--- config.mk ---
export PLATFORM = sky130hd
export DESIGN_NAME = sd_spi_host
export DESIGN_NICKNAME = d
export VERILOG_FILES = /design/src/logic/sd_spi_pkg.sv /design/src/logic/sd_clock_gen.sv /design/src/logic/sd_cmd_tx.sv /design/src/logic/sd_resp_rx.sv /design/src/logic/sd_init_seq.sv /design/src/logic/sd_spi_host.sv
export SDC_FILE = /design/constraint.sdc
export NUM_CORES = 1
export LEC_CHECK = 0
export ABC_CLOCK_PERIOD_IN_PS = 4800
export BUFFER_PORTS_ARGS = -buffer_cell sky130_fd_sc_hd__buf_2
export CORE_UTILIZATION = 50
export DETAILED_ROUTE_END_ITERATION = 6
export PLACE_DENSITY_LB_ADDON = 0.25
export RECOVER_POWER = 25
export SLEW_MARGIN = 10
export SYNTH_ARGS = -nofsm -noshare
export SYNTH_HDL_FRONTEND = slang
export SYNTH_SLANG_ARGS = --single-unit
export TNS_END_PERCENT = 1
--- constraint.sdc ---
create_clock -name clk -period 4.8 [get_ports clk]
set_clock_uncertainty 0.15 [all_clocks]
set_input_delay 1.2 -clock clk [delete_from_list [all_inputs] [get_ports clk]]
set_output_delay 1.2 -clock clk [all_outputs]
set_load 0.05 [all_outputs]
--- src/logic/sd_spi_pkg.sv ---
package sd_spi_pkg;

  // serial clock half periods from a 100 MHz clk
  // 400 kHz during identification
  localparam int sd_slow_div = 125;
  // 25 MHz once the card is ready
  localparam int sd_fast_div = 2;

  // about 1 ms with chip select high before CMD0
  localparam int sd_power_up_cycles = 100000;

  // serial bits without a start bit before a response is given up
  localparam int sd_resp_timeout = 100;
  // tries for the CMD0 loop and for the ACMD41 loop
  localparam int sd_retry_limit = 10;
  // bytes to wait for the data start token
  localparam int sd_token_limit = 256;

  localparam int sd_block_bytes = 512;
  localparam logic [7:0] sd_data_token = 8'hfe;

  // x^7 + x^3 + 1 without the top term
  localparam logic [6:0] sd_crc7_poly = 7'h09;

  // command indexes
  localparam logic [5:0] sd_cmd0 = 6'd0;
  localparam logic [5:0] sd_cmd8 = 6'd8;
  localparam logic [5:0] sd_cmd16 = 6'd16;
  localparam logic [5:0] sd_cmd17 = 6'd17;
  localparam logic [5:0] sd_cmd55 = 6'd55;
  localparam logic [5:0] sd_acmd41 = 6'd41;
  localparam logic [5:0] sd_cmd58 = 6'd58;

  // 2.7-3.6 V plus check pattern aa
  localparam logic [31:0] sd_arg_if_cond = 32'h0000_01aa;
  // host supports high capacity
  localparam logic [31:0] sd_arg_hcs = 32'h4000_0000;
  // ccs sits at ocr bit 30, the low 32 bits of r3
  localparam int sd_ocr_ccs_bit = 30;

  localparam logic [7:0] sd_r1_idle = 8'h01;
  localparam logic [7:0] sd_r1_ready = 8'h00;
  localparam logic [7:0] sd_r1_illegal = 8'h05;

  // r1 only, or r1 followed by 32 bits (r3 and r7)
  typedef enum logic {
    sd_resp_r1,
    sd_resp_long
  } sd_resp_kind_t;

  typedef struct packed {
    logic [5:0]    index;
    logic [31:0]   arg;
    sd_resp_kind_t kind;
    // a data block follows an r1 of 00
    logic          data_block;
  } sd_req_t;

endpackage

--- src/logic/sd_clock_gen.sv ---
`timescale 1ns/1ps

module sd_clock_gen #(
  parameter int slow_div = 125,
  parameter int fast_div = 2
) (
  input  logic clk,
  input  logic rst,
  input  logic fast_mode,
  output logic sd_cclk,
  output logic shift_tick,
  output logic sample_tick
);

  // sized for the slow rate, the larger count
  typedef logic [$clog2(slow_div + 1)-1:0] half_cnt_t;

  half_cnt_t half_cnt;
  half_cnt_t half_end;
  logic      half_wrap;

  // rate read every half period, so a switch lands on the next one
  assign half_end = fast_mode ? half_cnt_t'(fast_div - 1) : half_cnt_t'(slow_div - 1);
  // >= covers a switch to fast while the count is past the fast end
  assign half_wrap = (half_cnt >= half_end);

  // sd_cclk about to fall, data goes out
  assign shift_tick = half_wrap & sd_cclk;
  // sd_cclk about to rise, card data is stable
  assign sample_tick = half_wrap & ~sd_cclk;

  always_ff @(posedge clk) begin
    if (rst) begin
      half_cnt <= '0;
      sd_cclk <= 1'b0;
    end else if (half_wrap) begin
      half_cnt <= '0;
      sd_cclk <= ~sd_cclk;
    end else begin
      half_cnt <= half_cnt + 1'b1;
    end
  end

endmodule

--- src/logic/sd_cmd_tx.sv ---
`timescale 1ns/1ps

module sd_cmd_tx (
  input  logic                clk,
  input  logic                rst,
  input  logic                shift_tick,
  input  logic                req_valid,
  input  sd_spi_pkg::sd_req_t req,
  output logic                sd_cmd,
  output logic                frame_done
);

  // start bits, index and argument, msb first
  logic [39:0] frame_sr;
  logic [6:0]  crc;
  logic [5:0]  bit_cnt;
  logic        busy;
  logic        crc_fb;

  // feedback of the serial crc7
  assign crc_fb = frame_sr[39] ^ crc[6];

  always_ff @(posedge clk) begin
    if (rst) begin
      busy <= 1'b0;
      bit_cnt <= '0;
      sd_cmd <= 1'b1;
      frame_done <= 1'b0;
    end else begin
      frame_done <= 1'b0;
      if (req_valid) begin
        // 01 then index then argument
        frame_sr <= {2'b01, req.index, req.arg};
        crc <= '0;
        bit_cnt <= '0;
        busy <= 1'b1;
      end else if (busy && shift_tick) begin
        bit_cnt <= bit_cnt + 1'b1;
        if (bit_cnt < 6'd40) begin
          // first 40 bits feed the crc as they leave
          sd_cmd <= frame_sr[39];
          frame_sr <= {frame_sr[38:0], 1'b0};
          crc <= {crc[5:0], 1'b0} ^ (crc_fb ? sd_spi_pkg::sd_crc7_poly : 7'h00);
        end else if (bit_cnt < 6'd47) begin
          // then the crc itself, msb first
          sd_cmd <= crc[6];
          crc <= {crc[5:0], 1'b0};
        end else begin
          // stop bit, line then idles high
          sd_cmd <= 1'b1;
          busy <= 1'b0;
          frame_done <= 1'b1;
        end
      end
    end
  end

endmodule

--- src/logic/sd_resp_rx.sv ---
`timescale 1ns/1ps

module sd_resp_rx (
  input  logic                clk,
  input  logic                rst,
  input  logic                sample_tick,
  input  logic                frame_done,
  input  sd_spi_pkg::sd_req_t req,
  input  logic                sd_data0,
  output logic [39:0]         resp,
  output logic                resp_done,
  output logic                timeout,
  output logic [7:0]          block_byte,
  output logic                block_valid
);

  typedef enum logic [2:0] {
    rx_idle,
    rx_start,
    rx_resp,
    rx_token,
    rx_data,
    rx_crc
  } rx_state_t;

  rx_state_t   state;
  logic [39:0] rx_sr;
  logic [39:0] rx_next;
  logic [5:0]  bit_cnt;
  logic [5:0]  resp_last;
  // bit timeout, token bytes, data bytes and crc bits in turn
  logic [15:0] gen_cnt;

  assign rx_next = {rx_sr[38:0], sd_data0};
  assign resp_last = (req.kind == sd_spi_pkg::sd_resp_r1) ? 6'd7 : 6'd39;

  always_ff @(posedge clk) begin
    if (rst) begin
      state <= rx_idle;
      resp_done <= 1'b0;
      timeout <= 1'b0;
      block_valid <= 1'b0;
    end else begin
      resp_done <= 1'b0;
      timeout <= 1'b0;
      block_valid <= 1'b0;
      if (state == rx_idle) begin
        if (frame_done) begin
          state <= rx_start;
          gen_cnt <= '0;
        end
      end else if (sample_tick) begin
        rx_sr <= rx_next;
        case (state)
          rx_start: begin
            // first 0 on data0 opens the response
            if (!sd_data0) begin
              bit_cnt <= 6'd1;
              state <= rx_resp;
            end else if (gen_cnt == 16'(sd_spi_pkg::sd_resp_timeout - 1)) begin
              timeout <= 1'b1;
              state <= rx_idle;
            end else begin
              gen_cnt <= gen_cnt + 1'b1;
            end
          end
          rx_resp: begin
            bit_cnt <= bit_cnt + 1'b1;
            if (bit_cnt == resp_last) begin
              // r1 always lands in the top byte
              resp <= (req.kind == sd_spi_pkg::sd_resp_r1) ? {rx_next[7:0], 32'd0} : rx_next;
              bit_cnt <= '0;
              gen_cnt <= '0;
              if (req.data_block && rx_next[7:0] == sd_spi_pkg::sd_r1_ready) begin
                state <= rx_token;
              end else begin
                resp_done <= 1'b1;
                state <= rx_idle;
              end
            end
          end
          rx_token: begin
            // bytes stay aligned to the end of r1
            bit_cnt <= bit_cnt + 1'b1;
            if (bit_cnt == 6'd7) begin
              bit_cnt <= '0;
              if (rx_next[7:0] == sd_spi_pkg::sd_data_token) begin
                gen_cnt <= '0;
                state <= rx_data;
              end else if (gen_cnt == 16'(sd_spi_pkg::sd_token_limit - 1)) begin
                timeout <= 1'b1;
                state <= rx_idle;
              end else begin
                gen_cnt <= gen_cnt + 1'b1;
              end
            end
          end
          rx_data: begin
            bit_cnt <= bit_cnt + 1'b1;
            if (bit_cnt == 6'd7) begin
              bit_cnt <= '0;
              block_byte <= rx_next[7:0];
              block_valid <= 1'b1;
              gen_cnt <= gen_cnt + 1'b1;
              if (gen_cnt == 16'(sd_spi_pkg::sd_block_bytes - 1)) begin
                gen_cnt <= '0;
                state <= rx_crc;
              end
            end
          end
          rx_crc: begin
            // 16 bit data crc is dropped
            gen_cnt <= gen_cnt + 1'b1;
            if (gen_cnt == 16'd15) begin
              resp_done <= 1'b1;
              state <= rx_idle;
            end
          end
          default: state <= rx_idle;
        endcase
      end
    end
  end

endmodule

--- src/logic/sd_init_seq.sv ---
`timescale 1ns/1ps

module sd_init_seq #(
  parameter int power_up_cycles = 100000
) (
  input  logic                clk,
  input  logic                rst,
  input  logic [39:0]         resp,
  input  logic                resp_done,
  input  logic                timeout,
  output logic                req_valid,
  output sd_spi_pkg::sd_req_t req,
  output logic                sd_cs,
  output logic                fast_mode,
  output logic                init_done,
  output logic                init_error,
  output logic                card_hc
);

  typedef enum logic [3:0] {
    st_power,
    st_cmd0,
    st_cmd8,
    st_cmd58,
    st_cmd55,
    st_acmd41,
    st_cmd16,
    st_cmd17,
    st_done,
    st_error
  } seq_state_t;

  typedef logic [$clog2(power_up_cycles + 1)-1:0] wait_cnt_t;

  seq_state_t state;
  wait_cnt_t  wait_cnt;
  logic [3:0] retry_cnt;
  // a command is out and its reply is awaited
  logic       pending;
  logic [7:0] r1;

  assign r1 = resp[39:32];
  assign init_done = (state == st_done);
  assign init_error = (state == st_error);

  function automatic sd_spi_pkg::sd_req_t make_req(
    input logic [5:0]                index,
    input logic [31:0]               arg,
    input sd_spi_pkg::sd_resp_kind_t kind,
    input logic                      data_block
  );
    sd_spi_pkg::sd_req_t r;
    r.index = index;
    r.arg = arg;
    r.kind = kind;
    r.data_block = data_block;
    return r;
  endfunction

  // request follows the state, so it stays put while pending
  always_comb begin
    case (state)
      st_cmd8: req = make_req(sd_spi_pkg::sd_cmd8, sd_spi_pkg::sd_arg_if_cond,
                              sd_spi_pkg::sd_resp_long, 1'b0);
      st_cmd58: req = make_req(sd_spi_pkg::sd_cmd58, 32'd0, sd_spi_pkg::sd_resp_long, 1'b0);
      st_cmd55: req = make_req(sd_spi_pkg::sd_cmd55, 32'd0, sd_spi_pkg::sd_resp_r1, 1'b0);
      st_acmd41: req = make_req(sd_spi_pkg::sd_acmd41, sd_spi_pkg::sd_arg_hcs,
                                sd_spi_pkg::sd_resp_r1, 1'b0);
      st_cmd16: req = make_req(sd_spi_pkg::sd_cmd16, 32'(sd_spi_pkg::sd_block_bytes),
                               sd_spi_pkg::sd_resp_r1, 1'b0);
      // byte address 0, block flagged
      st_cmd17: req = make_req(sd_spi_pkg::sd_cmd17, 32'd0, sd_spi_pkg::sd_resp_r1, 1'b1);
      default: req = make_req(sd_spi_pkg::sd_cmd0, 32'd0, sd_spi_pkg::sd_resp_r1, 1'b0);
    endcase
  end

  always_ff @(posedge clk) begin
    if (rst) begin
      state <= st_power;
      wait_cnt <= '0;
      retry_cnt <= '0;
      pending <= 1'b0;
      req_valid <= 1'b0;
      sd_cs <= 1'b1;
      fast_mode <= 1'b0;
      card_hc <= 1'b0;
    end else begin
      req_valid <= 1'b0;
      if (state == st_power) begin
        // card powers up with cs high, then cs stays low
        if (wait_cnt == wait_cnt_t'(power_up_cycles - 1)) begin
          sd_cs <= 1'b0;
          state <= st_cmd0;
        end else begin
          wait_cnt <= wait_cnt + 1'b1;
        end
      end else if (state != st_done && state != st_error) begin
        if (!pending) begin
          req_valid <= 1'b1;
          pending <= 1'b1;
        end else if (resp_done || timeout) begin
          pending <= 1'b0;
          case (state)
            st_cmd0: begin
              // reissue until idle or out of tries
              if (!timeout && r1 == sd_spi_pkg::sd_r1_idle) begin
                retry_cnt <= '0;
                state <= st_cmd8;
              end else if (retry_cnt == 4'(sd_spi_pkg::sd_retry_limit - 1)) begin
                state <= st_error;
              end else begin
                retry_cnt <= retry_cnt + 1'b1;
              end
            end
            st_cmd8: begin
              // legacy card rejects cmd8, newer one echoes voltage and pattern
              if (!timeout && (r1 == sd_spi_pkg::sd_r1_illegal ||
                  (r1 == sd_spi_pkg::sd_r1_idle &&
                   resp[15:0] == sd_spi_pkg::sd_arg_if_cond[15:0]))) begin
                state <= st_cmd58;
              end else begin
                state <= st_error;
              end
            end
            st_cmd58: begin
              card_hc <= resp[sd_spi_pkg::sd_ocr_ccs_bit];
              state <= timeout ? st_error : st_cmd55;
            end
            st_cmd55: state <= timeout ? st_error : st_acmd41;
            st_acmd41: begin
              if (timeout) begin
                state <= st_error;
              end else if (r1 == sd_spi_pkg::sd_r1_idle) begin
                // still initialising, run cmd55 again
                if (retry_cnt == 4'(sd_spi_pkg::sd_retry_limit - 1)) begin
                  state <= st_error;
                end else begin
                  retry_cnt <= retry_cnt + 1'b1;
                  state <= st_cmd55;
                end
              end else if (r1 == sd_spi_pkg::sd_r1_ready) begin
                // identification over, fast clock from here
                fast_mode <= 1'b1;
                state <= st_cmd16;
              end else begin
                state <= st_error;
              end
            end
            st_cmd16: begin
              state <= (!timeout && r1 == sd_spi_pkg::sd_r1_ready) ? st_cmd17 : st_error;
            end
            st_cmd17: begin
              // reply comes after the whole block
              state <= (!timeout && r1 == sd_spi_pkg::sd_r1_ready) ? st_done : st_error;
            end
            default: state <= st_error;
          endcase
        end
      end
    end
  end

endmodule

--- src/logic/sd_spi_host.sv ---
`timescale 1ns/1ps

module sd_spi_host #(
  parameter int slow_div = sd_spi_pkg::sd_slow_div,
  parameter int fast_div = sd_spi_pkg::sd_fast_div,
  parameter int power_up_cycles = sd_spi_pkg::sd_power_up_cycles
) (
  input  logic       clk,
  input  logic       rst,
  input  logic       sd_data0,
  output logic       sd_cclk,
  output logic       sd_cmd,
  output logic       sd_cs,
  output logic       init_done,
  output logic       init_error,
  output logic       card_hc,
  output logic [7:0] block_byte,
  output logic       block_valid
);

  logic                fast_mode;
  logic                shift_tick;
  logic                sample_tick;
  // sequencer to transmitter and receiver
  logic                req_valid;
  sd_spi_pkg::sd_req_t req;
  // transmitter arms the receiver
  logic                frame_done;
  // receiver back to sequencer
  logic [39:0]         resp;
  logic                resp_done;
  logic                timeout;

  sd_clock_gen #(
    .slow_div(slow_div),
    .fast_div(fast_div)
  ) clock_gen0 (
    .clk        (clk),
    .rst        (rst),
    .fast_mode  (fast_mode),
    .sd_cclk    (sd_cclk),
    .shift_tick (shift_tick),
    .sample_tick(sample_tick)
  );

  sd_cmd_tx cmd_tx0 (
    .clk       (clk),
    .rst       (rst),
    .shift_tick(shift_tick),
    .req_valid (req_valid),
    .req       (req),
    .sd_cmd    (sd_cmd),
    .frame_done(frame_done)
  );

  sd_resp_rx resp_rx0 (
    .clk        (clk),
    .rst        (rst),
    .sample_tick(sample_tick),
    .frame_done (frame_done),
    .req        (req),
    .sd_data0   (sd_data0),
    .resp       (resp),
    .resp_done  (resp_done),
    .timeout    (timeout),
    .block_byte (block_byte),
    .block_valid(block_valid)
  );

  sd_init_seq #(
    .power_up_cycles(power_up_cycles)
  ) init_seq0 (
    .clk       (clk),
    .rst       (rst),
    .resp      (resp),
    .resp_done (resp_done),
    .timeout   (timeout),
    .req_valid (req_valid),
    .req       (req),
    .sd_cs     (sd_cs),
    .fast_mode (fast_mode),
    .init_done (init_done),
    .init_error(init_error),
    .card_hc   (card_hc)
  );

endmodule

==> flow_summary.toml, run 1 <==
[outcome]
status = "complete, but fails checks"
violations = "max-capacitance violations, max-slew violations"

[global_routing]
track_usage = 0.180
antenna_found_initial = 0
grt_overflow = 0
grt_pass1_vias = 5026
grt_max_degree = 48
grt_pass1_wl_microns = 24700

[floorplanning]
chipHeight_microns = 132
dieArea_sq_um = 17400
rows = 47
die_w_microns = 132
ios = 18
start_util = 0.510
core_area_sq_um = 16500

[pwr]
switching_share = 0.210
clockPowerShare = 0.435
p_int_mw = 2.51
seqPwrFrac = 0.558
peakVddDrop_mv = 0.252
switchingPower_mw = 0.668
p_comb_frac = 0.007
p_leak_nw = 3.15
powerDensity_nw_per_um2 = 342

[cells_and_area]
n_antenna_cell = 0
layout_commonest_cell = "edfxtp_1"
layout_common_cells = "140 x edfxtp_1, 84 x nor2_1, 53 x dfxtp_1, 52 x nand2_1, 36 x nor2b_1"
design_area_sq_um = 9300
nFillCells = 1372
final_util = 0.563
drive_gt1_frac = 0.0947
synthToLayoutAreaGrowth_pct = 10.4
fin_nets = 742

[critical_path]
critPathKind = "primary input to register"
cp_slowest_cell = "nor4_1"
cp.arrival_ns = 3.37
path_max_fanout = 37
required_ns = 4.69
cp_slowest_stage_delay_ns = 1.04
path_delay_family = "simple AND/OR/NAND/NOR gates"
cp-end-kind = "register"
startpoint_type = "primary input"
path_buf_inv = 1
cp_cell_sequence = "clkbuf_1, nor2_1, nand2_1, nor4_1"

[clocking]
cts_resized = 0
cts_tree = "done"
cts_hold_buf = 0
htreeDepth = 4
cts_buffers = 17
clkTransAtPathRegs_ns = 0.07
clk_latency_ns = 0.43
clock_path_buffers = 2
post-cts-setup-buffers = 0
cts_sinks = 193
cts-root-buf = "clkbuf_16"

[sta]
post-route-period-util = 0.725
final_max_slew_viol_count = 86
finalSetupViolations = 0
fmax_mhz = 288
slew_headroom = -0.248
hold_viol = 0
fin_ws_ns = 1.32
layout_min_cycle_time_ns = 3.48
rsz0062_at_grt = "false"
fin_hold_ws_ns = 0.275
worstMarginPinSlew_ns = 1.87
final.setup.tns_ns = 0

[placed_design]
gp_congestion = 0.847
dp_slack_ns = 1.29
postPlaceCellArea_sq_um = 8730
port_buffers = 17
dp_hpwl_microns = 9700

[synth]
synth_flop_cell = "edfxtp_1"
synth_warnings = 0
synth_async_sr_flop_share = 0
ys_seq_elements = 193
syn_nets = 728
ys_seq_area_frac = 0.625
netlist_area_sq_um = 8420
synth.distinct_cells = 73
post_synth.cell_area_avg_sq_um = 11.8
synth_edf_count = 140
syn_inst = 712

[worst_hold_path]
hold_class = "register to register"

[job]
max_cap_viol_count = 2

[drt]
viasPerCell = 5.57
drtIter0Drc = 291
drt_first_pass_iters = 5
drc = 0
via_count = 5344
drt-total-wl_microns = 14800
wl_per_cell_microns = 15.4
drtAntennaViolNets = 0
## metal layers
metal  routed length [microns]  global-route usage  vias up  share of wire
li1                          -                   -     2616              -
met1                      7000               0.251     2567           0.47
met2                      6750               0.274      140           0.46
met3                       709              0.0354       21          0.048
met4                       288              0.0782        0          0.020
met5                         0                   0        -              0
## logic make-up after synthesis
logic type,Yosys count,share of synthesized area
flops,193,0.625
buf+inv,43,0.0196
fa+ha+maj,13,0.0193
compound gates,91,0.0701
mux,13,0.0168
simple gates,311,0.199
xor+xnor,48,0.0499
## state kept, by name (all words and copies together), names as in the netlist, 3 cells and up
register and cells:
init_seq0.state 4, resp_rx0.gen_cnt 16, resp_rx0.block_byte 8, init_seq0.wait_cnt 17, init_seq0.retry_cnt 4, resp_rx0.state 3, cmd_tx0.crc 7, resp_rx0.resp 25
cmd_tx0.frame_sr 39, resp_rx0.bit_cnt 6, cmd_tx0.bit_cnt 6, clock_gen0.half_cnt 7, resp_rx0.rx_sr 39
## worst register-to-register path: cells and delay by family, from the launching register on
kind	cells	cell delay (ns)
DFF	1	0.39
adders and majority gates	1	0.34
AOI/OAI and AO/OA	2	0.62
and+or+nand+nor	3	1.60
## power by group through the flow
stage                     sequential (mW)  combinational (mW)  clock [mW]
final                                1.77              0.0218        1.38
after global routing                 1.77              0.0246        1.47
after CTS                            1.77              0.0224        1.41
after detailed placement             1.81              0.0221           0
after global placement               1.81              0.0207           0
after floorplan                      1.81              0.0162           0
## synth_stat cells, types with 3 or more instances
master | instances | area (sq um)
a211oi_1 | 3 | 22.5
a21o_1 | 5 | 37.5
a21oi_1 | 29 | 145
a31oi_1 | 4 | 25.0
and2_1 | 21 | 131
and3_1 | 6 | 37.5
and4_1 | 3 | 26.3
buf_2 | 3 | 15.0
clkbuf_1 | 23 | 86.3
dfxtp_1 | 53 | 1060
edfxtp_1 | 140 | 4200
ha_1 | 13 | 163
inv_1 | 13 | 48.8
mux2_2 | 9 | 101
mux2i_1 | 4 | 40.0
nand2_1 | 52 | 195
nand2b_1 | 6 | 37.5
nand3_1 | 20 | 100
nand4_1 | 13 | 81.3
nand4b_1 | 5 | 43.8
nor2_1 | 86 | 323
nor2b_1 | 36 | 225
nor3_1 | 12 | 60.1
nor3b_1 | 4 | 30.0
nor4_1 | 17 | 106
nor4bb_1 | 3 | 30.0
o21a_1 | 5 | 37.5
o21ai_0 | 16 | 80.1
o21ai_1 | 4 | 20.0
or3_1 | 4 | 25.0
or4b_1 | 4 | 40.0
xnor2_1 | 20 | 175
xor2_1 | 28 | 245
## cell type report
class,instances,area (sq um),area share
Clock buffer,18,429,0.0462
Sequential cell,193,5270,0.566
Clock inverter,14,148,0.0159
Multi-Input combinational cell,476,3000,0.323
Timing Repair Buffer,22,116,0.0125
Inverter,16,60.1,0.00646
Tap cell,220,275,0.0296
## path summary, 6_finish.rpt
check                            from  cells after the start  slack [ns]             endpoint
hold reg to reg    resp_rx0.rx_sr[24]                      0        0.27   resp_rx0.rx_sr[25]
setup reg to reg  init_seq0.fast_mode                      6        1.32  resp_rx0.bit_cnt[3]
hold / removal     resp_rx0.rx_sr[24]                      0        0.27   resp_rx0.rx_sr[25]
setup / recovery                  rst                      4        1.32  resp_rx0.bit_cnt[3]
## stage by stage
step           std cells  power (mW)
6_report             959        3.18
5_1_grt              959        3.27
4_1_cts              959        3.20
3_5_place_dp         927        1.83
3_3_place_gp         927        1.83
2_1_floorplan        712        1.82
(Power assumes the default switching activity.)
==> run 2: changes to the inputs <==
- ABC_CLOCK_PERIOD_IN_PS: 4800 -> 3200
- clock period: 4.8 -> 3.2 ns (I/O delays scaled with it)
==> run 2 against run 1 <==
The run now ends clean. Critical path type is now register to output pin. Critical path depth is 1 higher. Via count shrank 0.47%. Die area did not move. Routed wire length shrank 0.13%.
==> flow_summary.toml, run 2 (synthesis gave the netlist of run 1 again) <==
[outcome]
status = "completed"

[critical_path]
r2r_end = "resp_rx0.resp[14]"
startpoint_type = "register"
rr_worst_depth = 5
path_delay_family = "simple AND/OR/NAND/NOR gates"
required_ns = 2.25
reg2reg_slack_ns = 0.33
cp_slowest_cell = "nor2_1"
path_max_fanout = 22
cp_common_cell = "nor2_1"
path_buf_inv = 2
r2r-start = "init_seq0.state[1]"
critPathKind = "register to output pin"
cp.arrival_ns = 1.92
crit_cells = 5
cp_cell_sequence = "buf_4, nor2_1, nand2_1, nor2_1, buf_2"
cp_slowest_stage_delay_ns = 0.37
cp-end-kind = "output pin"

[clocking]
cts_resized = 0
htreeDepth = 4
clock_path_buffers = 2
post-cts-setup-buffers = 0
cts_hold_buf = 0
clkTransAtPathRegs_ns = 0.07
cts_buffers = 17
cts_tree = "done"
clk_latency_ns = 0.43
cts-root-buf = "clkbuf_16"
cts_sinks = 193

[sta]
slew_headroom = 0.165
rsz0062_at_grt = "false"
post-route-period-util = 0.897
final_max_slew_viol_count = 0
worstMarginPinSlew_ns = 1.25
finalSetupViolations = 0
layout_min_cycle_time_ns = 2.87
fmax_mhz = 348
hold_viol = 0
fin_ws_ns = 0.330

[cells_and_area]
n_antenna_cell = 0
synthToLayoutAreaGrowth_pct = 11.2
stdcell_count = 968
fin_nets = 751
drive_gt1_frac = 0.107
layout_common_cells = "140 x edfxtp_1, 84 x nor2_1, 53 x dfxtp_1, 52 x nand2_1, 36 x nor2b_1"
reg_top3 = "cmd_tx0.frame_sr (39), resp_rx0.rx_sr (39), resp_rx0.resp (25)"
layout_commonest_cell = "edfxtp_1"

[drt]
wl_per_cell_microns = 15.2
via_count = 5319
drt-total-wl_microns = 14700
drtAntennaViolNets = 0
drtIter0Drc = 308
viasPerCell = 5.49
drc = 0
drt_first_pass_iters = 5

[global_routing]
grt_overflow = 0
grt_max_degree = 40
grt_pass1_wl_microns = 24600
track_usage = 0.180
grt_pass1_vias = 5093
antenna_found_initial = 0

[worst_hold_path]
hold_depth = 0
worstHoldStart = "resp_rx0.rx_sr[27]"
holdPathEnd = "resp_rx0.rx_sr[28]"
hold_class = "register to register"

[placed_design]
dp.cells = 936
gp_congestion = 0.840
port_buffers = 17
dp_slack_ns = 0.366
dp_hpwl_microns = 9990

[pwr]
p_leak_nw = 3.20
power_mw = 4.72
peakVddDrop_mv = 0.397
powerDensity_nw_per_um2 = 504

[floorplanning]
start_util = 0.510
dieArea_sq_um = 17400
rows = 47
ios = 18
core_area_sq_um = 16500
die_w_microns = 132
chipHeight_microns = 132

[job]
max_cap_viol_count = 0
==> run 2: area by class of cell <==
cell class / instances / area, sq um
Sequential cell: 193 / 5270
Timing Repair Buffer: 31 / 190
Tap cell: 220 / 275
Multi-Input combinational cell: 476 / 3010
Inverter: 16 / 60.1
Fill cell: 1365 / 7160
Clock inverter: 14 / 134
Clock buffer: 18 / 429
==> run 2: report_power, final <==
group	internal [mW]	total (mW)	switching, mW	leakage [nW]
combinational	0.0110	0.0347	0.0237	1.22
sequential	2.65	2.66	0.00672	1.70
clock	1.04	2.02	0.985	0.282
total	3.70	4.72	1.02	3.20
==> run 2: routing by layer <==
layer | track usage | up-vias | wire length, microns
met4 | 0.0543 | 0 | 165
met2 | 0.283 | 107 | 6850
met1 | 0.245 | 2554 | 7070
li1 | - | 2643 | -
met5 | 0 | - | 0
met3 | 0.0477 | 15 | 643
==> run 2: through the flow <==
stage	area (sq um)	TNS, ns	utilization	hold WS [ns]
global placement	8810	0	0.533	0.255
floorplan	8440	-0.479	-	0.250
global route	9360	0	0.567	0.284
CTS	9380	0	0.567	0.274
detailed placement	8810	0	0.533	0.258
finish	9360	0	0.567	0.272
==> run 2: worst max path at each step <==
stage	from	endpoint	slack, ns
floorplan	init_seq0.fast_mode	resp_rx0.resp[0]	-0.02
global placement	resp_rx0.gen_cnt[12]	resp_rx0.gen_cnt[7]	0.43
finish	init_seq0.state[2]	init_error	0.33
global route	init_seq0.state[1]	resp_rx0.resp[32]	0.14
detailed placement	resp_rx0.gen_cnt[9]	resp_rx0.gen_cnt[11]	0.37
CTS	init_seq0.state[2]	init_error	0.33
==> run 2: worst register-to-register path, stage by stage, from the launching register on <==
cell and delay [ns]:
dfxtp_1 0.32, buf_4 0.20, nor3b_2 0.23, clkbuf_1 0.94, xnor2_1 0.23, and3_4 0.46
